--- config.mk ---
export PLATFORM = sky130hd
export DESIGN_NAME = io_host_trace_regs
export DESIGN_NICKNAME = d
export VERILOG_FILES = /design/src/io_host_trace_regs.sv
export VERILOG_INCLUDE_DIRS = /design/src
export SDC_FILE = /design/constraint.sdc
export NUM_CORES = 1
export LEC_CHECK = 0
export BUFFER_PORTS_ARGS = -buffer_cell sky130_fd_sc_hd__buf_2
export CAP_MARGIN = 15
export CORE_MARGIN = 2
export CORE_UTILIZATION = 29
export CTS_CLUSTER_DIAMETER = 120
export CTS_CLUSTER_SIZE = 20
export DETAILED_ROUTE_END_ITERATION = 10
export GPL_TIMING_DRIVEN = 0
export PLACE_DENSITY = 0.91
export RECOVER_POWER = 100
export SYNTH_ARGS = -nofsm -noshare
export SYNTH_HDL_FRONTEND = slang
export SYNTH_SLANG_ARGS = --single-unit
--- constraint.sdc ---
create_clock -name clk_i -period 1.8 [get_ports clk_i]
set_input_delay 0.27 -clock clk_i [delete_from_list [all_inputs] [get_ports clk_i]]
set_output_delay 0.27 -clock clk_i [all_outputs]
set_load 0.005 [all_outputs]
--- src/io_host_config.svh ---
// ******************************
// IO host address map
// ******************************

`ifndef IO_HOST_CONFIG_SVH
`define IO_HOST_CONFIG_SVH

// Command channel widths
`define HOST_ADDR_WIDTH 20

`define HOST_DATA_WIDTH 64

// Enables for icache, dcache, lce, cce, dram, vm, cmt,
// core profile, pc profile, branch profile and cosim
`define HOST_TRACE_COUNT 11

// Register addresses, both on 8-byte boundaries
`define HOST_TRACE_ADDR 20'h00100

`define HOST_FINISH_ADDR 20'h00108

// Word memory window
`define HOST_MEM_BASE 20'h80000

`define HOST_MEM_WORDS 256

`define HOST_MEM_IDX_WIDTH 8

`endif

--- src/io_host_trace_regs.sv ---
// ******************************
// Trace and finish registers
// ******************************

`include "io_host_config.svh"

module io_host_trace_regs
(
  input  logic                         clk_i,
  input  logic                         arst_n_i,
  input  logic                         reg_we_i,
  input  logic [`HOST_ADDR_WIDTH-1:0]  addr_i,
  input  logic [`HOST_DATA_WIDTH-1:0]  wdata_i,
  output logic [`HOST_DATA_WIDTH-1:0]  rdata_o,
  output logic [`HOST_TRACE_COUNT-1:0] trace_en_o,
  output logic                         finish_o
);

  logic [`HOST_TRACE_COUNT-1:0] trace_en_r;
  logic                         finish_r;
  logic                         sel_trace;
  logic                         sel_finish;

  assign sel_trace  = (addr_i == `HOST_TRACE_ADDR);
  assign sel_finish = (addr_i == `HOST_FINISH_ADDR);

  always_ff @(posedge clk_i or negedge arst_n_i)
  begin
    if (!arst_n_i)
      trace_en_r <= '0;
    else if (reg_we_i && sel_trace)
      trace_en_r <= wdata_i[`HOST_TRACE_COUNT-1:0];
  end

  // Sticky, only reset clears it
  always_ff @(posedge clk_i or negedge arst_n_i)
  begin
    if (!arst_n_i)
      finish_r <= 1'b0;
    else if (reg_we_i && sel_finish && wdata_i[0])
      finish_r <= 1'b1;
  end

  // Read mux, unselected addresses read as zero
  always_comb
  begin
    rdata_o = '0;
    if (sel_trace)
      rdata_o[`HOST_TRACE_COUNT-1:0] = trace_en_r;
    else if (sel_finish)
      rdata_o[0] = finish_r;
  end

  assign trace_en_o = trace_en_r;
  assign finish_o   = finish_r;

  a_finish_sticky: assert property (
    @(posedge clk_i) disable iff (!arst_n_i)
    finish_r |=> finish_r
  );

endmodule

==> reports/results.md <==
* Vias per Instance: 3.38
* Slew headroom: 56.7%
* DP Area: 1570 sq um
* measured slew at the worst slew-check pin: 0.650 ns
* share of layout cells above drive strength 1: 61.3%
* maximum fanout along the worst path: 5
* top post-synthesis cells by area: sky130_fd_sc_hd__buf_4, sky130_fd_sc_hd__dfrtp_1, sky130_fd_sc_hd__mux2_4
* number of antenna violations at the first check in global routing: 0
* endpoint class of the critical path: flop
* violation count after the first detailed-routing iteration: 7
* skew final: 0 ns
* final antenna-violating net count: 0
* clock-pin slew reported for the worst setup and hold paths after clock tree synthesis: 0.07 ns
* setup repair after global routing missed its margin: yes
* pre-CTS setup slack: -0.609 ns
* sink count of the clock tree: 12
* half-perimeter wire length of the detailed placement result: 1.91 mm
* share of the synthesized area in the top cell type: 38.4%
* worst vdd ir: 0.174 mV
* most frequent cells in the layout: sky130_fd_sc_hd__buf_4, sky130_fd_sc_hd__conb_1, sky130_fd_sc_hd__buf_2
* dominant cell type by area after synthesis: sky130_fd_sc_hd__buf_4
* routability-driven placement congestion ratio: 0.636
* overall die height: 63.8 microns
* commonest non-fill, non-tap cell in the layout: sky130_fd_sc_hd__buf_4
* Tmin final: 1.82 ns
* synth-to-layout area growth: 67.5%
* pin count of the biggest net entering global routing: 13
* launching element type of the critical path: input pin
* clock latency of the later-clocked register in the worst-skew pair: 0.26 ns
* instance count of the mapped netlist: 101
* core region area: 3390 sq um
* DRC: 0
* via count of the routed design: 889
* Max Freq: 549 MHz
* Tcrit/Tclk final: 101%
* number of max-cap violations: 0
* H-tree depth: 1
* die width: 63.8 microns
* Synth warnings: 0
* Die Footprint: 4070 sq um
* violated checks: negative setup slack
* TritonCTS buffer count: 3
* Power Density: 347 nW/um^2
* post-synthesis sequential element count: 12
* Total Wirelength: 2.38 mm
* starting utilization of the core area: 30.6%
* boundary pin count: 163
* kind of critical path: input pin to flop
* routed len/inst: 9.04 microns
* vias in the first global route: 821
* number of distinct library cells after synthesis: 16
* status: finished with violations
* flop2flop setup slack: 1.03 ns
* setup_tns: -0.0977 ns
* WP data required: 1.95 ns
* design area: 1740 sq um
* count of input and output buffers: 56
* path category of the worst min-delay check: input pin to flop
* Max clock buf depth: 2
* final count of negative-setup-slack endpoints: 6
* global-route congestion overflow total: 0
* CTS tree: done
* Nets: 306
* share of the yosys chip area belonging to registers: 29.0%
* Root Buffer: sky130_fd_sc_hd__clkbuf_4
* standard-cell row count: 21
* post-synthesis cell area: 1040 sq um
* worst hold slack across all endpoints: 0.235 ns
* number of detailed-routing iterations run before antenna repair: 2
* leakage: 1.13 nW
* first-pass GRT wire length: 3.41 mm
* minimum setup slack in the final design: -0.0205 ns
* Synth Area per Inst: 10.3 sq um
* number of max-slew violations in the final report: 0
* worst endpoint data arrival time: 1.97 ns
* GR Util All Layers: 10.6%
* Fin. Hold Viols: 0
* antenna diode count: 0
==> registers in the layout, indices dropped and copies added, names as in the netlist <==
register and flops:
trace_en_o 11, finish_o 1
==> critical path, stage by stage <==
cell	delay, ns
sky130_fd_sc_hd__buf_6	0.10
sky130_fd_sc_hd__nor4_4	0.26
sky130_fd_sc_hd__nand4_1	0.26
sky130_fd_sc_hd__or4_4	0.60
sky130_fd_sc_hd__clkbuf_16	0.19
sky130_fd_sc_hd__mux2_4	0.29
==> cell usage after synthesis <==
cell,number
sky130_fd_sc_hd__buf_4,53
sky130_fd_sc_hd__dfrtp_1,12
sky130_fd_sc_hd__and2_1,10
sky130_fd_sc_hd__mux2_4,10
sky130_fd_sc_hd__nor3_1,3
sky130_fd_sc_hd__nor4_1,2
sky130_fd_sc_hd__or4_4,2
sky130_fd_sc_hd__a41o_1,1
sky130_fd_sc_hd__buf_6,1
sky130_fd_sc_hd__conb_1,1
sky130_fd_sc_hd__inv_1,1
sky130_fd_sc_hd__mux2_2,1
sky130_fd_sc_hd__mux2i_1,1
sky130_fd_sc_hd__nand4_1,1
sky130_fd_sc_hd__nor2_1,1
sky130_fd_sc_hd__nor4b_2,1
==> worst paths after layout <==
path	startpoint	endpoint	cells past startpoint
setup / recovery	addr_i[4]	trace_en_o[8]$_DFFE_PN0P_	6
max in group asynchronous	arst_n_i	trace_en_o[0]$_DFFE_PN0P_	2
min in group asynchronous	arst_n_i	trace_en_o[6]$_DFFE_PN0P_	2
hold / removal	wdata_i[3]	trace_en_o[3]$_DFFE_PN0P_	2
setup reg to reg	trace_en_o[2]$_DFFE_PN0P_	trace_en_o[2]$_DFFE_PN0P_	1
hold reg to reg	finish_o$_DFFE_PN0P_	finish_o$_DFFE_PN0P_	1
==> power breakdown <==
part	leakage (nW)	total [W]	internal (W)	switching (W)
Sequential	0.168	0.000269	0.000269	0.00000000538
Clock	0.0138	0.000158	0.0000771	0.0000806
Combinational	0.945	0.000175	0.000109	0.0000665
Total	1.13	0.000602	0.000455	0.000147
==> kinds of logic after synthesis <==
| kind of cell | synth area share, % |
|---|---|
| buffers and inverters | 39.9 |
| AND/OR/NAND/NOR | 13.3 |
| multiplexers | 16.5 |
| flip-flops | 29.0 |
| AO/OA/AOI/OAI | 0.966 |
| other | 0.362 |
==> layer usage <==
layer	share of wire, %	wire length, microns	vias up	GRT usage (%)
li1	-	-	460	-
met1	36	865	384	10.5
met2	57	1350	45	21.8
met3	7.0	167	0	1.76
met4	0	0	0	3.26
met5	0	0	-	0
==> metrics by stage <==
stage,utilization (%),cells,power (W)
after floorplan,-,153,0.000387
final,51.2,263,0.000602
after global routing,51.2,263,0.000640
after detailed placement,46.3,255,0.000430
after global placement,46.3,255,0.000428
after CTS,48.2,260,0.000592
==> cell type report <==
| type | count | area (sq um) |
|---|---|---|
| plain buffers | 54 | 418 |
| clock buffers | 3 | 22.5 |
| fillers | 312 | 1650 |
| inverters | 1 | 3.75 |
| multi-input cells | 86 | 559 |
| flip-flops and latches | 12 | 300 |
| well taps | 46 | 57.6 |
| repair buffers | 61 | 374 |
==> timing repair <==
action | 4_1_cts | 5_1_grt
cloned | 0 | 1
hold buffers | 1 | 0
setup buffers | 1 | 2
endpoints found under the hold margin | 12 | 0
gates resized for setup | 2 | 10
pin swaps | 3 | 2
endpoints found under the setup margin | 10 | 20
(Power assumes the default switching activity.)
