<file path="src/io_host_config.svh">
// ******************************
// IO host address map
// ******************************

`ifndef IO_HOST_CONFIG_SVH
`define IO_HOST_CONFIG_SVH

// Command channel widths
`define HOST_ADDR_WIDTH 20

`define HOST_DATA_WIDTH 64

// Enables for icache, dcache, lce, cce, dram, vm, cmt,
// core profile, pc profile, branch profile and cosim
`define HOST_TRACE_COUNT 11

// Register addresses, both on 8-byte boundaries
`define HOST_TRACE_ADDR 20'h00100

`define HOST_FINISH_ADDR 20'h00108

// Word memory window
`define HOST_MEM_BASE 20'h80000

`define HOST_MEM_WORDS 256

`define HOST_MEM_IDX_WIDTH 8

`endif

</file>
<file path="src/io_host_pkg.sv">
// ******************************
// IO host types
// ******************************

package io_host_pkg;

  // Memory command opcode
  typedef enum logic
  {
    HOST_LOAD  = 1'b0,
    HOST_STORE = 1'b1
  } host_opcode_e;

  // Target of a decoded command
  typedef enum logic [1:0]
  {
    REGION_TRACE  = 2'd0,
    REGION_FINISH = 2'd1,
    REGION_MEM    = 2'd2,
    REGION_NONE   = 2'd3
  } host_region_e;

endpackage

</file>
<file path="src/io_host_resp_buffer.sv">
// ******************************
// IO host response buffer
// ******************************

`include "io_host_config.svh"

module io_host_resp_buffer
  import io_host_pkg::*;
(
  input  logic                        clk_i,
  input  logic                        arst_n_i,
  input  logic                        dec_v_i,
  output logic                        dec_ready_o,
  input  host_opcode_e                dec_opcode_i,
  input  host_region_e                dec_region_i,
  input  logic [`HOST_DATA_WIDTH-1:0] reg_rdata_i,
  input  logic [`HOST_DATA_WIDTH-1:0] mem_rdata_i,
  output logic                        resp_v_o,
  input  logic                        resp_ready_i,
  output host_opcode_e                resp_opcode_o,
  output logic [`HOST_DATA_WIDTH-1:0] resp_data_o,
  output logic                        resp_err_o
);

  logic                        v_r;
  host_opcode_e                opcode_r;
  logic [`HOST_DATA_WIDTH-1:0] data_r;
  logic                        err_r;
  logic [`HOST_DATA_WIDTH-1:0] data_n;
  logic                        advance;

  assign dec_ready_o = ~v_r | resp_ready_i;
  assign advance     = dec_v_i & dec_ready_o;

  // Only loads to a mapped region carry data
  always_comb
  begin
    data_n = '0;
    if (dec_opcode_i == HOST_LOAD)
    begin
      unique case (dec_region_i)
        REGION_TRACE, REGION_FINISH: data_n = reg_rdata_i;
        REGION_MEM:                  data_n = mem_rdata_i;
        default:                     data_n = '0;
      endcase
    end
  end

  always_ff @(posedge clk_i or negedge arst_n_i)
  begin
    if (!arst_n_i)
      v_r <= 1'b0;
    else if (advance)
      v_r <= 1'b1;
    else if (resp_ready_i)
      v_r <= 1'b0;
  end

  always_ff @(posedge clk_i)
  begin
    if (advance)
    begin
      opcode_r <= dec_opcode_i;
      data_r   <= data_n;
      err_r    <= (dec_region_i == REGION_NONE);
    end
  end

  assign resp_v_o      = v_r;
  assign resp_opcode_o = opcode_r;
  assign resp_data_o   = data_r;
  assign resp_err_o    = err_r;

  a_resp_hold: assert property (
    @(posedge clk_i) disable iff (!arst_n_i)
    (v_r && !resp_ready_i) |=> (v_r && $stable(data_r) && $stable(err_r)
                                && $stable(opcode_r))
  );

endmodule

</file>
<file path="config.mk">
export PLATFORM = sky130hd
export DESIGN_NAME = io_host_resp_buffer
export DESIGN_NICKNAME = d
export VERILOG_FILES = /design/src/io_host_pkg.sv /design/src/io_host_resp_buffer.sv
export VERILOG_INCLUDE_DIRS = /design/src
export SDC_FILE = /design/constraint.sdc
export NUM_CORES = 1
export LEC_CHECK = 0
export BUFFER_PORTS_ARGS = -buffer_cell sky130_fd_sc_hd__buf_4
export CAP_MARGIN = 10
export CORE_MARGIN = 10
export CORE_UTILIZATION = 33
export DETAILED_ROUTE_END_ITERATION = 10
export PLACE_DENSITY = 0.78
export SYNTH_ARGS = -nofsm -noshare
export SYNTH_HDL_FRONTEND = slang
export SYNTH_SLANG_ARGS = --single-unit
export TNS_END_PERCENT = 5
</file>
<file path="constraint.sdc">
create_clock -name clk_i -period 2.6 [get_ports clk_i]
set_input_delay 0.13 -clock clk_i [delete_from_list [all_inputs] [get_ports clk_i]]
set_output_delay 0.13 -clock clk_i [all_outputs]
set_load 0.05 [all_outputs]
</file>
==> results by stage, run 1 <==
Logic synthesis:
- Ranked by total cell area, the synthesized netlist is headed by sky130_fd_sc_hd__edfxtp_1 (59%), sky130_fd_sc_hd__nand3b_1 (14%), sky130_fd_sc_hd__nand2b_1 (12%).
- The area fraction of the dominant cell type after synthesis is 58.7%.
- The post-synthesis net count is 426.
- The fraction of the yosys area taken by sequential cells is 59.4%.
- The synthesized flop and latch total is 67.
- The total number of yosys warnings is 0.
- Summed over all instances, the cell type with the most area after synthesis is sky130_fd_sc_hd__edfxtp_1.
- The cell area after synthesis is 3380 sq um.
- The number of distinct library cells after synthesis is 10.
- Synthesis produced 291 cells.
- The mean instance size in the synthesized netlist is 11.6 sq um.

Power and ir drop:
- The leakage power of the design is 0.00212 uW.
- For this design the total switching power over the nets is 812 uW.
- In this run the power density over the cells is 574 nW/um^2.
- The share of total power dissipated in combinational logic is 22.6%.
- The clock network power share is 34.4%.
- The fraction of power spent switching nets is 27.3%.
- The internal power of the cells totals 2170 uW.
- The peak ir drop on the vdd network is 0.269 mV.
- Registers are responsible for 43.0% of the overall power.

Layout:
- The sequential cell area is 2010 sq um.
- From synthesis to final layout, the design area changed by 53.6%.
- The antenna diode instance count is 0.
- The area occupied by multi-input gates is 1230 sq um.
- After the last flow step, the layout net total stands at 614.
- The fraction of final layout cells with drive strength greater than 1 is 44.8%.
- The layout filler cell count is 875.

Clock network:
- The maximum buffer depth of the clock tree is 2.
- The number of hold buffers added after CTS is 2.
- Clock-pin slew was measured on the worst setup and hold paths at 0.07 ns.
- The clock net in this run drives a total of 67 sinks.
- At the later pin of the worst-skew pair, clock insertion delay measures 0.33 ns.
- The cell at the root of the clock tree is sky130_fd_sc_hd__clkbuf_8.
- TritonCTS built the clock tree.
- The number of buffers created by CTS is 9.
- In this run the post-CTS setup repair buffer count came out at 0.
- The count of H-tree levels built during CTS is 3.
- The count of instances resized after the clock tree is built is 0.

Flow run:
- Across the run, the number of max-cap violations was 0.

Setup path:
- The worst-path maximum fanout is 66.
- The worst setup path is of the flip-flop to flip-flop kind.
- The endpoint type of the worst setup path is a flip-flop.
- The data arrival time of the worst path is 1.37 ns.
- For the worst setup path, the data required time is 2.59 ns.
- STA classifies the critical path startpoint as a flip-flop.

Placement:
- The final weighted congestion in routability-driven placement is 0.759.
- The count of port buffers added during placement is 202.
- The HPWL after detailed placement is 7.67 mm.

Timing:
- The maximum clock frequency is 0.729 GHz.
- The tightest hold margin is 0.105 ns.
- The number of hold violations in the final report was 0.
- The routed design could run at a clock period as short as 1.37 ns.
- The setup total negative slack is 0 ns.
- For the pin with the worst max-slew slack, the measured transition is 1.05 ns.
- The final critical-path share of the clock period is 52.8%.
- Headroom to the max-slew limit came out at 30.1%.
- Clock skew on the completed layout was measured at 0.00582 ns.
- Setup repair after global routing left no endpoint under its margin.
- Setup violations remaining at the end of the flow were counted as 0.
- The final count of pins violating max slew is 0.

Global routing:
- The overall overflow remaining after global route is 0.
- The first global-routing pass estimated 16.2 mm of wire.
- Entering global routing, the biggest net connects 130 pins.
- Across every metal layer, demand over resource in global routing totals 13.9%.
- The number of antenna violations at the first check in global routing is 0.
- The number of global-route vias before repair was 3,085.

Detailed routing:
- The via count is 2,911.
- Once detail routing completed, the nets flagged for antenna violations numbered 0.
- Dividing the detail-routed wire length by the instance count gives 17.5 um.
- In the routed design, unresolved DRC markers number 0.
- Wires add up to 10.8 mm.
- For this block, the initial DRC count from the detailed router was 177.
- For this run, the detailed router's first-pass iteration total came to 4.
- Dividing the detail-routed via count by the number of cells gives 4.72.

Floorplanning:
- The starting density of the core is 34.2%.
- The die outline height is 121 um.
- The count of boundary I/O pins is 203.
- The core outline area is 9860 sq um.
- The number of rows in the core area is 36.
- The die width is 121 um.
- The floorplan die area is 14,700 sq um.

Run status:
- The flow ran to the end, and the final reports show no timing, DRC or antenna violations.

Worst hold path:
- The classification of the worst-slack hold path is input port to asynchronous set/reset pin.
==> cells in the final DEF, fill, tap and decap left out, drive strengths merged <==
cell         instances
nand2b              66
clkinv               4
buf                203
bufinv               3
dfrtp                1
clkbuf               9
dlygate4sd3          2
and2                 2
edfxtp              66
a21oi               64
nand3b              64
==> synthesized netlist by cell type, drive strengths merged <==
| cell type | n |
|---|---|
| nand2b | 66 |
| and2 | 2 |
| edfxtp | 66 |
| buf | 20 |
| nand3b | 64 |
| dfrtp | 1 |
| a21oi | 64 |
| clkbuf | 8 |
==> critical path, stage by stage (launching register included) <==
cell	delay [ns]
sky130_fd_sc_hd__dfrtp_1	0.38
sky130_fd_sc_hd__nand2b_1	0.11
sky130_fd_sc_hd__and2_2	0.18
sky130_fd_sc_hd__buf_12	0.32
==> routing by layer <==
layer,vias up,share of wire [%],track usage [%]
li1,1418,-,-
met3,13,10,6.19
met4,0,1.5,5.59
met1,1353,37,14.3
met5,-,0,0
met2,127,51,24.1
==> power by group through the flow <==
stage                     Combinational, uW  Sequential [uW]  Clock (uW)
after floorplan                         167             1530           0
after global placement                  664             1300           0
after detailed placement                677             1310           0
after CTS                               680             1280        1050
after global routing                    716             1290        1100
final                                   674             1280        1020
==> worst paths after layout <==
path	start	to	slack [ns]	cells past startpoint
max in group asynchronous	arst_n_i	resp_v_o	2.41	2
hold / removal	arst_n_i	resp_v_o	0.11	2
setup reg to reg	resp_v_o	resp_data_o[60]	1.23	3
setup / recovery	resp_v_o	resp_data_o[60]	1.23	3
hold reg to reg	resp_v_o	resp_v_o	0.55	2
min in group clk_i	resp_ready_i	resp_v_o	0.11	3
==> registers in the layout (all words and copies together) (netlist names) <==
register / count
resp_opcode_o: 1
resp_err_o: 1
resp_v_o: 1
resp_data_o: 64
==> stage by stage <==
step	util [%]	instance area [sq um]	worst slack, ns	cells	total power, uW
after floorplan	-	3380	0.169	291	1690
after global placement	50.1	4940	1.16	599	1970
after detailed placement	50.1	4940	1.11	599	1980
after CTS	52.6	5190	1.23	617	3020
after global routing	52.6	5190	1.17	617	3100
final	52.6	5190	1.23	617	2980
==> cell families after synthesis <==
family | share of synthesized area, %
AO/OA/AOI/OAI | 9.48
buffers and inverters | 4.30
flip-flops | 59.4
AND/OR/NAND/NOR | 26.8
==> area by class of cell <==
class / instances / share of cell area, %
Sequential cell: 67 / 38.7
Timing Repair Buffer: 205 / 30.0
Multi-Input combinational cell: 196 / 23.7
Tap cell: 133 / 3.21
Clock buffer: 9 / 2.39
Clock inverter: 7 / 2.05
Note: power is estimated with default switching activity, not from simulation.
==> inputs of run 2 (changes only) <==
==> constraint.sdc (replaced) <==
create_clock -name clk_i -period 1.25 [get_ports clk_i]
set_input_delay 0.0625 -clock clk_i [delete_from_list [all_inputs] [get_ports clk_i]]
set_output_delay 0.0625 -clock clk_i [all_outputs]
set_load 0.05 [all_outputs]
==> run 2 against run 1 <==
  * First-iteration DRC count fell by 55%
  * Final area increased by 1.3%
  * Utilization rose by 0.69 points
  * Count of clock-buffer cells in the layout is 1 higher
  * Critical endpoint is now resp_data_o[27]
  * Largest cell class unchanged
==> results by stage, run 2 (synthesis results as in run 1) <==
Layout:
- The layout filler cell count is 886 (+1.3%).
- The sequential cell area is 2010 sq um (about the same).
- The antenna diode instance count is 0 (unchanged).
- The area occupied by multi-input gates is 1240 sq um (+0.71%).
- The final net count came to 618 (+0.65%).
- The layout overhead on the synthesized area is 55.6%.
- The most common cell after layout, fill and taps aside is sky130_fd_sc_hd__buf_4.
- The number of flip-flops in the largest register came to 64 (unchanged).
- Leaving out fill and tap cells, the most frequent cells in the layout are sky130_fd_sc_hd__buf_4 (202), sky130_fd_sc_hd__edfxtp_1 (66), sky130_fd_sc_hd__nand2b_1 (65).
- The fraction of final layout cells with drive strength greater than 1 is 45.7% (+0.86 points).

Detailed routing:
- The top routing layer in use is met4.
- The detailed router's first-iteration violation count was 79 (-55%).
- The first-pass iteration count of the detailed router came to 6 (+2).
- The via count is 2,882 (-1.0%).
- The routed length on met3 was 988 um (-8.4%).
- The routed length per instance came to 16.9 um (-3.3%).
- The number of design rule violations left after detail routing was 0 (unchanged).
- The routed via count divided by cell count is 4.64 (-1.6%).
- The count of antenna-violating nets left after detailed routing was 0 (unchanged).
- The routed length on met2 is 5.61 mm (+1.0%).
- The overall routed net length is 10.5 mm (-2.6%).
- The post-route met1 wirelength is 3.83 mm (-4.2%).

Clock network:
- The CTS clock-pin slew for the worst setup and hold paths is 0.07 ns (about the same).
- The clock latency reported for the late side of the worst-skew pair was 0.33 ns (about the same).
- The number of buffers inserted by post-CTS setup repair is 0 (unchanged).
- The count of H-tree levels built during CTS is 3 (unchanged).
- The TritonCTS clock tree is done.
- The clock net sink count is 67 (unchanged).
- The count of instances resized after the clock tree is built came to 0 (unchanged).
- The maximum buffer depth of the clock tree is 2 (unchanged).
- The number of buffers created by CTS was 9 (unchanged).
- The cell at the root of the clock tree is sky130_fd_sc_hd__clkbuf_8.

Power and ir drop:
- The combinational cell fraction of total power came to 23.9% (+1.3 points).
- The part of the total power dissipated in sequential elements is 44.6% (+1.6 points).
- The cell-internal power is 4340 uW (+100%).
- The leakage power of the design is 0.00215 uW (+1.4%).
- The clock network power share is 31.5% (-2.9 points).
- The net switching component of the power is 1650 uW (+100%).
- The fraction of power spent switching nets was 27.5% (+0.22 points).
- The power per cell area is 1140 nW/um^2 (+98%).
- The peak ir drop on the vdd network is 0.774 mV (+190%).

Placement:
- The count of port buffers added during placement was 202 (unchanged).
- The post-DP HPWL is 8.05 mm (+5.0%).
- The final weighted congestion in routability-driven placement came to 0.759 (about the same).

Floorplanning:
- The die outline height is 121 um (unchanged).
- The die width is 121 um (unchanged).
- The core outline area is 9860 sq um (unchanged).
- The floorplan die area is 14,700 sq um (unchanged).
- The number of rows in the core area is 36 (unchanged).
- The count of boundary I/O pins came to 203 (unchanged).
- The starting density of the core is 34.2% (unchanged).

Global routing:
- The largest net degree at the start of global routing is 67 (-48%).
- The total track usage is 13.4% (-0.46 points).
- The number of global-route vias before repair is 2,997 (-2.9%).
- The number of antenna violations at the first check in global routing is 0 (unchanged).
- The first-pass GRT wire length is 15.7 mm (-2.9%).
- The overall overflow remaining after global route is 0 (unchanged).

Setup path:
- The critical path goes through nand2b_4, and2_4, buf_12.
- The family with the most delay on the worst path is flip-flops.
- The worst-path maximum fanout is 35 (-47%).
- The slowest library cell on the worst path is sky130_fd_sc_hd__dfrtp_2.
- The data required time at the worst endpoint was 1.28 ns (-1.31 ns).
- STA classifies the critical path startpoint as a flip-flop.
- The data arrival time of the worst path is 1.24 ns (-0.13 ns).
- By startpoint and endpoint, the worst setup path is classified as flip-flop to flip-flop.
- The endpoint type of the worst setup path is a flip-flop.
- The largest stage delay on the critical path is 0.43 ns (+0.05 ns).
- The number of buffers and inverters on the critical path is 1 (unchanged).

Timing:
- The final setup violation count is 0 (unchanged).
- The transition time of the tightest slew-check pin came to 0.508 ns (-0.541 ns).
- The maximum clock frequency is 0.828 GHz (+14%).
- The tightest hold margin is 0.0262 ns (-0.0789 ns).
- The final count of pins violating max slew is 0 (unchanged).
- The normalized max-slew margin is 66.1% (+36 points).
- Setup repair after global routing left no endpoint under its margin.
- The number of hold violations in the final report is 0 (unchanged).
- The final critical-path share of the clock period is 96.6% (+44 points).
- The minimum period implied by the final worst setup slack was 1.21 ns (-0.165 ns).
- The setup total negative slack is 0 ns (unchanged).
- The clock skew came to 0.00917 ns (+0.00335 ns).

Worst hold path:
- The classification of the worst-slack hold path is input port to asynchronous set/reset pin.

Run status:
- The flow ran to the end, and the final reports show no timing, DRC or antenna violations.

Flow run:
- The max-capacitance violation count is 0 (unchanged).
run 2: changes by cell type in the layout (fill, tap and decap cells not counted), sizes merged:
cell / delta
buf: +4
bufinv: -1
clkbuf: +1
clkinv: -1
clkinvlp: +1
run 2: power by group through the flow:
| stage | registers [uW] | logic, uW | clock network [uW] |
|---|---|---|---|
| after detailed placement | 2720 | 1440 | 0 |
| after floorplan | 3170 | 352 | 0 |
| after CTS | 2670 | 1450 | 1960 |
| after global placement | 2710 | 1420 | 0 |
| after global routing | 2680 | 1520 | 2060 |
| final | 2670 | 1430 | 1890 |
run 2: area by class of cell:
class | instances | share of cell area, %
repair buffers | 209 | 31.1
multi-input cells | 196 | 23.5
clock inverters | 6 | 1.52
well taps | 133 | 3.17
clock buffers | 10 | 2.43
flip-flops and latches | 67 | 38.2
run 2: worst paths after layout:
kind / from / endpoint / slack, ns / cells past startpoint
max reg2reg: resp_v_o / resp_data_o[27] / 0.04 / 3
min reg2reg: resp_v_o / resp_v_o / 0.57 / 2
max in group asynchronous: arst_n_i / resp_v_o / 1.13 / 2
min: arst_n_i / resp_v_o / 0.03 / 2
min in group clk_i: resp_ready_i / resp_v_o / 0.03 / 3
max: resp_v_o / resp_data_o[27] / 0.04 / 3
run 2: what timing repair did:
action / in CTS / in global routing
hold buffers: 2 / 0
endpoints found under the setup margin: 0 / 0
hold endpoints to repair: 2 / 0
run 2: per-layer routing:
| metal | track usage (%) | vias to the layer above |
|---|---|---|
| met5 | 0 | - |
| li1 | - | 1426 |
| met4 | 3.13 | 0 |
| met3 | 6.47 | 8 |
| met1 | 12.9 | 1338 |
| met2 | 25.1 | 110 |
run 2: stage by stage:
step | total power (uW) | setup slack (ns) | cell area [sq um] | utilization (%) | std cells
floorplan | 3530 | -0.448 | 3390 | - | 291
global placement | 4130 | 0.0766 | 5030 | 51.0 | 603
detailed placement | 4160 | 0.0535 | 5030 | 51.0 | 603
CTS | 6080 | 0.0331 | 5260 | 53.3 | 621
global route | 6260 | 0.00156 | 5260 | 53.3 | 621
finish | 5990 | 0.0425 | 5260 | 53.3 | 621
