## config.mk

```make
export PLATFORM = sky130hd
export DESIGN_NAME = io_host_decoder
export DESIGN_NICKNAME = d
export VERILOG_FILES = /design/src/io_host_pkg.sv /design/src/io_host_decoder.sv
export VERILOG_INCLUDE_DIRS = /design/src
export SDC_FILE = /design/constraint.sdc
export NUM_CORES = 1
export LEC_CHECK = 0
export BUFFER_PORTS_ARGS = -buffer_cell sky130_fd_sc_hd__buf_4
export CORE_MARGIN = 4
export CORE_UTILIZATION = 41
export CTS_CLUSTER_SIZE = 16
export DETAILED_ROUTE_END_ITERATION = 8
export HOLD_SLACK_MARGIN = 0.15
export PLACE_DENSITY = 0.77
export SLEW_MARGIN = 20
export SYNTH_ARGS = -nofsm -noshare
export SYNTH_HDL_FRONTEND = slang
export SYNTH_SLANG_ARGS = --single-unit
```

## constraint.sdc

```tcl
create_clock -name clk_i -period 3.2 [get_ports clk_i]
set_input_delay 0.16 -clock clk_i [delete_from_list [all_inputs] [get_ports clk_i]]
set_output_delay 0.16 -clock clk_i [all_outputs]
set_load 0.02 [all_outputs]
```

## src/io_host_config.svh

```systemverilog
// ******************************
// IO host address map
// ******************************

`ifndef IO_HOST_CONFIG_SVH
`define IO_HOST_CONFIG_SVH

// Command channel widths
`define HOST_ADDR_WIDTH 20

`define HOST_DATA_WIDTH 64

// Enables for icache, dcache, lce, cce, dram, vm, cmt,
// core profile, pc profile, branch profile and cosim
`define HOST_TRACE_COUNT 11

// Register addresses, both on 8-byte boundaries
`define HOST_TRACE_ADDR 20'h00100

`define HOST_FINISH_ADDR 20'h00108

// Word memory window
`define HOST_MEM_BASE 20'h80000

`define HOST_MEM_WORDS 256

`define HOST_MEM_IDX_WIDTH 8

`endif

```

## src/io_host_pkg.sv

```systemverilog
// ******************************
// IO host types
// ******************************

package io_host_pkg;

  // Memory command opcode
  typedef enum logic
  {
    HOST_LOAD  = 1'b0,
    HOST_STORE = 1'b1
  } host_opcode_e;

  // Target of a decoded command
  typedef enum logic [1:0]
  {
    REGION_TRACE  = 2'd0,
    REGION_FINISH = 2'd1,
    REGION_MEM    = 2'd2,
    REGION_NONE   = 2'd3
  } host_region_e;

endpackage

```

## src/io_host_decoder.sv

```systemverilog
// ******************************
// IO host command decoder
// ******************************

`include "io_host_config.svh"

module io_host_decoder
  import io_host_pkg::*;
(
  input  logic                        clk_i,
  input  logic                        arst_n_i,
  input  logic                        cmd_v_i,
  output logic                        cmd_ready_o,
  input  host_opcode_e                cmd_opcode_i,
  input  logic [`HOST_ADDR_WIDTH-1:0] cmd_addr_i,
  input  logic [`HOST_DATA_WIDTH-1:0] cmd_data_i,
  input  logic                        dec_ready_i,
  output logic                        dec_v_o,
  output host_opcode_e                dec_opcode_o,
  output host_region_e                dec_region_o,
  output logic [`HOST_ADDR_WIDTH-1:0] dec_addr_o,
  output logic [`HOST_DATA_WIDTH-1:0] dec_data_o,
  output logic                        reg_we_o,
  output logic                        mem_we_o
);

  // First byte past the memory window
  localparam logic [`HOST_ADDR_WIDTH-1:0] mem_end_lp =
    `HOST_MEM_BASE + `HOST_MEM_WORDS * 8;

  logic                        v_r;
  host_opcode_e                opcode_r;
  host_region_e                region_r;
  logic [`HOST_ADDR_WIDTH-1:0] addr_r;
  logic [`HOST_DATA_WIDTH-1:0] data_r;
  host_region_e                region_n;
  logic                        capture;
  logic                        advance;
  logic                        is_store;

  // Region lookup on the incoming address
  always_comb
  begin
    if (cmd_addr_i[2:0] != 3'b000)
      region_n = REGION_NONE;
    else if (cmd_addr_i == `HOST_TRACE_ADDR)
      region_n = REGION_TRACE;
    else if (cmd_addr_i == `HOST_FINISH_ADDR)
      region_n = REGION_FINISH;
    else if (cmd_addr_i >= `HOST_MEM_BASE && cmd_addr_i < mem_end_lp)
      region_n = REGION_MEM;
    else
      region_n = REGION_NONE;
  end

  assign advance     = v_r & dec_ready_i;
  assign cmd_ready_o = ~v_r | dec_ready_i;
  assign capture     = cmd_v_i & cmd_ready_o;

  always_ff @(posedge clk_i or negedge arst_n_i)
  begin
    if (!arst_n_i)
      v_r <= 1'b0;
    else if (capture)
      v_r <= 1'b1;
    else if (advance)
      v_r <= 1'b0;
  end

  always_ff @(posedge clk_i)
  begin
    if (capture)
    begin
      opcode_r <= cmd_opcode_i;
      region_r <= region_n;
      addr_r   <= cmd_addr_i;
      data_r   <= cmd_data_i;
    end
  end

  assign is_store = (opcode_r == HOST_STORE);

  // Strobes fire only on the advance cycle
  assign reg_we_o = advance & is_store
                    & ((region_r == REGION_TRACE) | (region_r == REGION_FINISH));
  assign mem_we_o = advance & is_store & (region_r == REGION_MEM);

  assign dec_v_o      = v_r;
  assign dec_opcode_o = opcode_r;
  assign dec_region_o = region_r;
  assign dec_addr_o   = addr_r;
  assign dec_data_o   = data_r;

  // A stalled command stays put until the response stage takes it
  a_hold_stable: assert property (
    @(posedge clk_i) disable iff (!arst_n_i)
    (v_r && !dec_ready_i) |=> (v_r && $stable(opcode_r) && $stable(region_r)
                               && $stable(addr_r) && $stable(data_r))
  );

endmodule

```

==> results of run 1 <==
layer usage:
metal	wire length [um]	global-route usage	up-vias
li1	-	-	974
met1	3260	0.246	1082
met2	5040	0.407	135
met3	959	0.0985	16
met4	170	0.0753	0
met5	0	0	-
synth_stat cells (all sizes together):
master,instances
nor4b,2
a21oi,1
nor3,1
dfrtp,1
edfxtp,87
nor3b,1
nor2,1
or2,1
nor4,3
and2,1
nand3b,1
nand3,2
nand2b,2
repair_timing:
item,4_1_cts,5_1_grt
endpoints found under the setup margin,0,0
hold buffers,88,0
hold endpoints to repair,88,0
flip-flops by register name, indices dropped and copies added, names as in the netlist:
name / cells
dec_region_o: 2
dec_v_o: 1
dec_opcode_o: 1
dec_data_o: 64
dec_addr_o: 20
kinds of logic after synthesis:
| group | count (synthesis) | share of synthesized area |
|---|---|---|
| AOI/OAI and AO/OA | 1 | 0.00181 |
| and+or+nand+nor | 15 | 0.0443 |
| DFF | 88 | 0.954 |
final timing paths:
| path | from | endpoint | depth (start not counted) |
|---|---|---|---|
| worst max-delay path | dec_v_o | dec_data_o[32] | 3 |
| worst min-delay path | dec_ready_i | dec_v_o | 3 |
| worst max register to register | dec_v_o | dec_data_o[32] | 3 |
| worst min register to register | dec_v_o | dec_v_o | 2 |
| max in group asynchronous | arst_n_i | dec_v_o | 3 |
| min in group asynchronous | arst_n_i | dec_v_o | 3 |
where the power goes:
| group | internal (mW) | leakage [nW] | switching, mW | total [mW] |
|---|---|---|---|---|
| sequential | 1.34 | 0.835 | 0.0220 | 1.36 |
| clock | 0.351 | 0.0880 | 0.369 | 0.719 |
| combinational | 0.215 | 1.26 | 0.183 | 0.399 |
layout make-up:
cell class                 instances  area [um2]
sequential                        88        2640
timing repair buffer             268        2240
fill                             307        1170
multi-input combinational         16         130
clock buffer                      10         128
tap                               77        96.3
clock inverter                     4        47.5
worst max-delay path, stage by stage (launching register included):
cell      delay, ps
dfrtp_1         430
nand2b_1        200
and2_4          640
buf_12          300
through the flow:
stage / std cells / hold WS (ps) / cell area [um2]
after floorplan: 104 / -136 / 2770
after global placement: 360 / -57.1 / 4210
after detailed placement: 360 / -56.2 / 4210
after CTS: 462 / 177 / 5260
after global routing: 463 / 249 / 5280
final: 463 / 267 / 5280
==> out/metrics.csv, run 1 <==
stage;metric;value;unit
run_status;status;finished, final reports clean;
timing;unrepaired setup endpoints after global routing;false;
placement;Routability Congestion;0.758;
grt;vias in the first global route;2476;
final_layout;Layout Nets;472;
synthesis;largest area contributor in the netlist;edfxtp_1;
clocking;CTS tree;yes;
synthesis;Post-Synthesis Cells;104;
synthesis;ranking of synthesized cells by area;edfxtp_1 (94%), dfrtp_1 (0.90%), nor4_2 (0.90%);
routing;WL per Instance;20.4;um
critical_path;CP max FO;51;
clocking;CTS root buf;clkbuf_8;
clocking;Clk Latency, worst-skew pair;340;ps
floorplanning;starting density of the core;0.428;
final_layout;Layout area overhead;91.1;%
floorplanning;die width;90.1;um
timing;final worst path period need;1910;ps
flow_run;MaxCap Viol Count;0;
critical_path;crit path kind;flop to flop;
critical_path;CP Data Required Time;3220;ps
final_layout;share of cells above drive strength 1;0.510;
synthesis;synthesized area per cell;26.6;um2
final_layout;commonest non-fill, non-tap cell in the layout;buf_4;
pwr;worst vdd ir;0.316;mV
floorplanning;Die Ht;90.1;um
routing;routed vias;2207;
pwr;overall power;2.48;mW
routing;Starting DRT DRC Count;112;
routing;antenna-violating nets left;0;
clocking;clock transition at the registers of the reported paths;90;ps
grt;initial antenna violation count;0;
grt;Overall Global Routing Usage;0.230;
timing;measured slew at the worst slew-check pin;689;ps
floorplanning;die area;0.00812;mm2
timing;f_max;524;MHz
synthesis;post-synthesis cell type count;14;
timing;post-route setup slack;1290;ps
placement;IO Port Bufs;179;
timing;final-report setup violation count;0;
critical_path;R2R Setup Slk;1290;ps
floorplanning;Top Ports;180;
timing;Final Hold Vio Count;0;
critical_path;crit path launch type;flop;
grt;first-pass GRT wire length;14.1;mm
routing;residual DRC count;0;
synthesis;Syn. warnings;0;
floorplanning;Core Rows;29;
final_layout;most frequent cells in the layout;buf_4 (179), dlygate4sd3_1 (88), edfxtp_1 (87);
synthesis;Mapped Nets;193;
routing;DRT Pass-1 Iters;4;
routing;vias per cell;4.77;
synthesis;sequential fraction of the synthesis area;0.954;
clocking;Num CTS Buffers;9;
clocking;Clock Sink Count;88;
critical_path;arrival time worst endpoint;1930;ps
placement;Setup WS pre-CTS;1340;ps
timing;TNS Setup;0;ps
clocking;htree depth;3;
pwr;power per cell area;470;mW/mm2
timing;max-slew violations;0;
synthesis;FF+latch count, synth;88;
clocking;PostCTS Resize Cnt;0;
final_layout;Util after Layout;0.818;
critical_path;kind of end point of the critical path;flop;
min_path;Worst Hold Class;primary input to flop;
timing;clock skew;13.9;ps
grt;total global routing overflow;0;
routing;routed wire length;9.43;mm
floorplanning;core region area;0.00646;mm2
pwr;leakage power total;2.18;nW
timing;Max-Slew Margin vs Limit;0.541;
final_layout;Inserted Diodes;0;
synthesis;top-area cell type share of the netlist area;0.945;
clocking;clock tree buffer depth;2;
timing;Tcrit/Tclk final;0.596;
grt;largest net degree at the start of global routing;88;
synthesis;Cell Area, Synth;0.00277;mm2
clocking;post-CTS setup buffers;0;
No activity file was read; power rests on OpenSTA's default activity.
==> run 2, diff against run 1 <==
ABC_AREA = 1   (was default)
clock period = 1.9 ns   (was 3.2 ns; I/O delays follow)
==> run 2 against run 1 <==
Flip-flop and latch count is the same. Cell count up 5.0%. Non-clock buffer count grew 2. Die area rose by 0.70%. Sequential power is 68% higher. Clock-buffer cell count decreased by 1. Critical path type unchanged. Highest routed layer unchanged.
==> out/metrics.csv, run 2 <==
stage;metric;value;unit;change
synthesis;Mapped Nets;211;;+9.3%
synthesis;Cell Area, Synth;0.00279;mm2;+0.77%
final_layout;Layout area overhead;92.6;%;
synthesis;post-synthesis cell type count;13;;-1
final_layout;Util after Layout;0.831;;+0.0130
pwr;overall power;4.24;mW;+71%
timing;final-report setup violation count;0;;unchanged
synthesis;ys flop type;edfxtp_1;;
floorplanning;die area;0.00818;mm2;+0.70%
final_layout;Layout Nets;492;;+4.2%
final_layout;cell area after layout;0.00537;mm2;+1.6%
pwr;power per cell area;791;mW/mm2;+68%
critical_path;worst stage delay on the critical path;450;ps;-190 ps
synthesis;Async S/R FF share, synth;0.0114;;unchanged
routing;DRT Pass-1 Iters;4;;unchanged
critical_path;CP Cell Sequence;a21oi_4, buf_12;;
critical_path;crit path launch type;flop;;
timing;unrepaired setup endpoints after global routing;false;;
floorplanning;starting density of the core;0.431;;+0.00329
final_layout;FF+latch area;0.00264;mm2;about the same
routing;vias per cell;4.67;;-1.9%
critical_path;slowest CP cell;dfrtp_2;;
run_status;status;finished, final reports clean;;
timing;Tcrit/Tclk final;0.765;;+0.168
clocking;Num CTS Buffers;9;;unchanged
clocking;Clock Sink Count;88;;unchanged
placement;placed cell areas;0.00428;mm2;+1.7%
min_path;Worst Hold Class;primary input to flop;;
floorplanning;die width;90.4;um;+0.35%
synthesis;sequential fraction of the synthesis area;0.947;;-0.00728
critical_path;kind of end point of the critical path;flop;;
floorplanning;Top Ports;180;;unchanged
critical_path;delay-heaviest family, CP;flip-flops;;
routing;WL per Instance;19.4;um;-4.7%
pwr;leakage power total;2.26;nW;+3.6%
clocking;PostCTS Resize Cnt;0;;unchanged
clocking;htree depth;3;;unchanged
placement;IO Port Bufs;179;;unchanged
grt;total global routing overflow;0;;unchanged
final_layout;share of cells above drive strength 1;0.493;;-0.0177
grt;Overall Global Routing Usage;0.236;;+0.00592
critical_path;worst path bufs/invs;1;;unchanged
floorplanning;Die Ht;90.4;um;+0.35%
grt;vias in the first global route;2619;;+5.8%
final_layout;footprint of the multi-input gates;134;um2;+2.9%
routing;residual DRC count;0;;unchanged
synthesis;top cells by count, synth;edfxtp_1 (87), nor2_1 (12), inv_1 (7), nand2_1 (7);;
floorplanning;core region area;0.00646;mm2;unchanged
grt;first-pass GRT wire length;14.3;mm;+1.7%
clocking;clock tree buffer depth;2;;unchanged
synthesis;top-area cell type share of the netlist area;0.938;;-0.00721
timing;Final Hold Vio Count;0;;unchanged
synthesis;Syn. warnings;0;;unchanged
synthesis;number of synthesized flops with an enable pin;87;;unchanged
routing;routed wire length;9.43;mm;about the same
placement;Routability Congestion;0.831;;+9.6%
synthesis;Post-Synthesis Cells;122;;+17%
floorplanning;Core Rows;29;;unchanged
critical_path;CP Data Required Time;1940;ps;-1280 ps
routing;routed vias;2272;;+2.9%
synthesis;FF+latch count, synth;88;;unchanged
timing;f_max;688;MHz;+31%
flow_run;MaxCap Viol Count;0;;unchanged
timing;Max-Slew Margin vs Limit;0.727;;+0.186
grt;largest net degree at the start of global routing;46;;-48%
placement;post-DP HPWL;5.51;mm;
synthesis;top-count cell post-synth;edfxtp_1;;
final_layout;commonest non-fill, non-tap cell in the layout;buf_4;;
routing;antenna-violating nets left;0;;unchanged
synthesis;largest area contributor in the netlist;edfxtp_1;;
critical_path;crit path kind;flop to flop;;
clocking;Clk Latency, worst-skew pair;350;ps;about the same
timing;measured slew at the worst slew-check pin;409;ps;-280 ps
final_layout;max reg flops;64;;unchanged
critical_path;CP max FO;45;;-12%
clocking;CTS tree;yes;;
synthesis;ranking of synthesized cells by area;edfxtp_1 (94%), nor2_1 (1.6%), inv_1 (0.94%);;
pwr;worst vdd ir;0.660;mV;+110%
timing;clock skew;9.38;ps;-4.48 ps
synthesis;synthesized area per cell;22.8;um2;-14%
timing;max-slew violations;0;;unchanged
final_layout;most frequent cells in the layout;buf_4 (179), dlygate4sd3_1 (89), edfxtp_1 (87);;
grt;initial antenna violation count;1;;+1
clocking;clock transition at the registers of the reported paths;90;ps;about the same
timing;final worst path period need;1450;ps;-456 ps
routing;Starting DRT DRC Count;135;;+21%
final_layout;# fillers;326;;+6.2%
clocking;CTS root buf;clkbuf_8;;
critical_path;arrival time worst endpoint;1490;ps;-440 ps
-- run 2: worst min-delay path, stage by stage --
cell     delay, ps
buf_4          120
inv_1          120
a21oi_4        140
-- run 2: cell type report --
type	instances	share of cell area
Antenna cell	1	0.000466
Tap cell	77	0.0179
Clock buffer	9	0.0231
Clock inverter	7	0.0133
Sequential cell	88	0.492
Multi-Input combinational cell	27	0.0249
Inverter	7	0.00490
Timing Repair Buffer	270	0.424
-- run 2: final timing paths --
path | from | to | slack [ps] | cells after the start
worst max-delay path | dec_v_o | dec_data_o[37] | 450 | 2
worst min-delay path | dec_ready_i | dec_addr_o[17] | 300 | 3
worst max register to register | dec_v_o | dec_data_o[37] | 450 | 2
worst min register to register | dec_v_o | dec_addr_o[17] | 730 | 1
max in group asynchronous | arst_n_i | dec_v_o | 1220 | 3
min in group asynchronous | arst_n_i | dec_v_o | 570 | 3
-- run 2: timing repair --
| action | in CTS | in global routing |
|---|---|---|
| hold endpoints to repair | 89 | 0 |
| endpoints found under the setup margin | 0 | 0 |
| hold buffers | 89 | 0 |
| setup buffers | 0 | 0 |
-- run 2: cell families (layout without fill, tap and decap cells) --
family / Yosys count / after routing / share of synthesized area
AOI/OAI and AO/OA: 1 / 1 / 0.00179
buffers and inverters: 7 / 293 / 0.00943
and+or+nand+nor: 26 / 26 / 0.0422
DFF: 88 / 88 / 0.947
other: 0 / 1 / 0
-- run 2: power breakdown --
group          internal, mW  total (mW)  switching, mW
clock                 0.610        1.27          0.659
sequential             2.26        2.29         0.0360
combinational         0.369       0.680          0.311
total                  3.24        4.24           1.01
-- run 2: routing by layer --
layer  wire, um  vias up  global-route usage  part of all wire
li1           -     1022                   -                 -
met1       3060     1086               0.225              0.32
met2       5040      139               0.423              0.53
met3       1000       25               0.115              0.11
met4        334        0               0.107             0.035
met5          0        -                   0                 0
-- run 2: stage by stage --
step / TNS (ps) / setup WS [ps] / hold WS [ps] / std cells
after floorplan: -42620 / -490 / -201 / 122
after detailed placement: 0 / 489 / -128 / 380
final: 0 / 447 / 298 / 486
after global placement: 0 / 509 / -129 / 380
after global routing: 0 / 395 / 286 / 486
after CTS: 0 / 472 / 263 / 485
==> run 3, diff against run 2 <==
clock period = 1.4 ns   (was 1.9 ns; I/O delays follow)
==> run 3 against run 2 <==
Die area is the same. Sequential power rose by 36%. Routed wire length up 6.2%. Power is 32% higher. Register-to-register slack worse by 380 ps. Via count is 2.5% higher. Setup slack got worse by 410 ps. Cell area fell by 0.35%. Hold slack improved by 130 ps. Sequential share of layout area grew 0.17 points. Critical path depth increased by 1. Highest routed layer unchanged.
==> out/metrics.csv, run 3 (synthesis results as in run 2) <==
stage;metric;value;unit;change
run_status;status;finished, final reports clean;;
critical_path;crit path kind;flop to primary output;;
timing;clock skew;13.1;ps;+3.69 ps
timing;final-report setup violation count;0;;unchanged
placement;IO Port Bufs;179;;unchanged
critical_path;FF-to-FF End;dec_data_o[37];;
critical_path;CP Data Required Time;1330;ps;-610 ps
floorplanning;Die Ht;90.4;um;unchanged
critical_path;arrival time worst endpoint;1300;ps;-190 ps
pwr;leakage power total;2.24;nW;-0.94%
final_layout;Inserted Diodes;0;;-1
timing;final worst path period need;1370;ps;
final_layout;share of cells above drive strength 1;0.493;;unchanged
routing;antenna-violating nets left;0;;unchanged
floorplanning;core region area;0.00646;mm2;unchanged
grt;total global routing overflow;0;;unchanged
clocking;clock tree buffer depth;2;;unchanged
timing;Tcrit/Tclk final;0.976;;
critical_path;kind of end point of the critical path;primary output;;
floorplanning;die area;0.00818;mm2;unchanged
clocking;Clock Sink Count;88;;unchanged
placement;post-DP HPWL;5.50;mm;about the same
timing;measured slew at the worst slew-check pin;260;ps;-149 ps
critical_path;R2R Setup Slk;70;ps;-380 ps
grt;largest net degree at the start of global routing;48;;+4.3%
critical_path;crit path launch type;flop;;
floorplanning;die width;90.4;um;unchanged
grt;first-pass GRT wire length;15.2;mm;+5.8%
final_layout;# fillers;327;;+0.31%
grt;Overall Global Routing Usage;0.250;;+0.0145
routing;WL per Instance;20.7;um;+6.4%
final_layout;max reg flops;64;;unchanged
critical_path;CP max FO;4;;-91%
timing;Max-Slew Margin vs Limit;0.827;;+0.0997
final_layout;Layout Nets;492;;unchanged
timing;Final Hold Vio Count;0;;unchanged
routing;DRT Pass-1 Iters;4;;unchanged
flow_run;MaxCap Viol Count;0;;unchanged
clocking;CTS root buf;clkbuf_8;;
critical_path;worst r2r path cells;2;;unchanged
min_path;hold path startpoint;cmd_data_i[23];;
clocking;post-CTS setup buffers;0;;unchanged
floorplanning;starting density of the core;0.431;;unchanged
clocking;Clk Latency, worst-skew pair;350;ps;about the same
min_path;worst-case hold path end point;dec_data_o[23];;
timing;f_max;732;MHz;
final_layout;Util after Layout;0.828;;-0.00291
grt;initial antenna violation count;0;;-1
final_layout;Layout area overhead;92.0;%;
placement;Routability Congestion;0.836;;+0.59%
routing;Starting DRT DRC Count;127;;-5.9%
final_layout;commonest non-fill, non-tap cell in the layout;buf_4;;
critical_path;reg2reg start;dec_v_o;;
routing;routed vias;2328;;+2.5%
floorplanning;Core Rows;29;;unchanged
final_layout;most frequent cells in the layout;buf_4 (179), dlygate4sd3_1 (89), edfxtp_1 (87);;
grt;vias in the first global route;2686;;+2.6%
placement;Setup WS pre-CTS;155;ps;-334 ps
critical_path;CP startpoint;dec_v_o;;
timing;post-route setup slack;33.0;ps;-414 ps
floorplanning;Top Ports;180;;unchanged
clocking;clock transition at the registers of the reported paths;90;ps;about the same
pwr;worst vdd ir;0.670;mV;+1.4%
routing;residual DRC count;0;;unchanged
routing;routed wire length;10.0;mm;+6.2%
min_path;Worst Hold Class;primary input to flop;;
clocking;htree depth;3;;unchanged
timing;max-slew violations;0;;unchanged
clocking;CTS tree;yes;;
timing;unrepaired setup endpoints after global routing;true;;
routing;vias per cell;4.80;;+2.7%
pwr;power per cell area;1040;mW/mm2;+32%
min_path;hold path depth;2;;-1
clocking;Num CTS Buffers;9;;unchanged
-- run 3: final cells by class --
| type | instances | area (um2) | share of cell area |
|---|---|---|---|
| flip-flops and latches | 88 | 2640 | 0.493 |
| well taps | 77 | 96.3 | 0.0180 |
| clock buffers | 10 | 128 | 0.0239 |
| multi-input cells | 27 | 149 | 0.0278 |
| clock inverters | 6 | 36.3 | 0.00678 |
| inverters | 7 | 26.3 | 0.00491 |
| repair buffers | 270 | 2270 | 0.425 |
-- run 3: per-layer routing --
metal,vias up,part of all wire,track usage
met1,1108,0.31,0.239
met4,0,0.026,0.103
met2,173,0.55,0.470
met3,26,0.11,0.101
li1,1021,-,-
met5,-,0,0
-- run 3: worst max path at each step --
stage | to | slack (ps) | depth (start not counted)
final | mem_we_o | 30 | 3
after global routing | mem_we_o | -20 | 3
after global placement | dec_data_o[50] | 180 | 2
after CTS | mem_we_o | 80 | 3
after floorplan | dec_addr_o[0] | -990 | 1
after detailed placement | dec_data_o[30] | 160 | 2
-- run 3: worst max-delay path, cell delays in order, from the launching register on --
cell and delay (ps):
dfrtp_2 450, nand3_2 130, nor3b_2 200, buf_4 170
-- run 3: metrics by stage --
stage | TNS [ps] | hold WS, ps | instance area (um2) | cells | power, mW
2_1_floorplan | -86120 | -226 | 2800 | 122 | 3.42
3_3_place_gp | 0 | -152 | 4280 | 380 | 3.85
3_5_place_dp | 0 | -152 | 4280 | 380 | 3.87
4_1_cts | 0 | 389 | 5330 | 485 | 5.53
5_1_grt | -15.6 | 414 | 5350 | 485 | 5.78
6_report | 0 | 423 | 5350 | 485 | 5.58
-- run 3: repair_timing --
action | CTS | global route
hold buffers | 89 | 0
hold endpoints to repair | 89 | 0
endpoints found under the setup margin | 0 | 3
resized for setup | 0 | 4
-- run 3: power breakdown --
group | leakage [nW] | switching [mW] | internal, mW
combinational | 1.33 | 0.432 | 0.502
clock | 0.0790 | 0.892 | 0.635
sequential | 0.834 | 0.0536 | 3.07
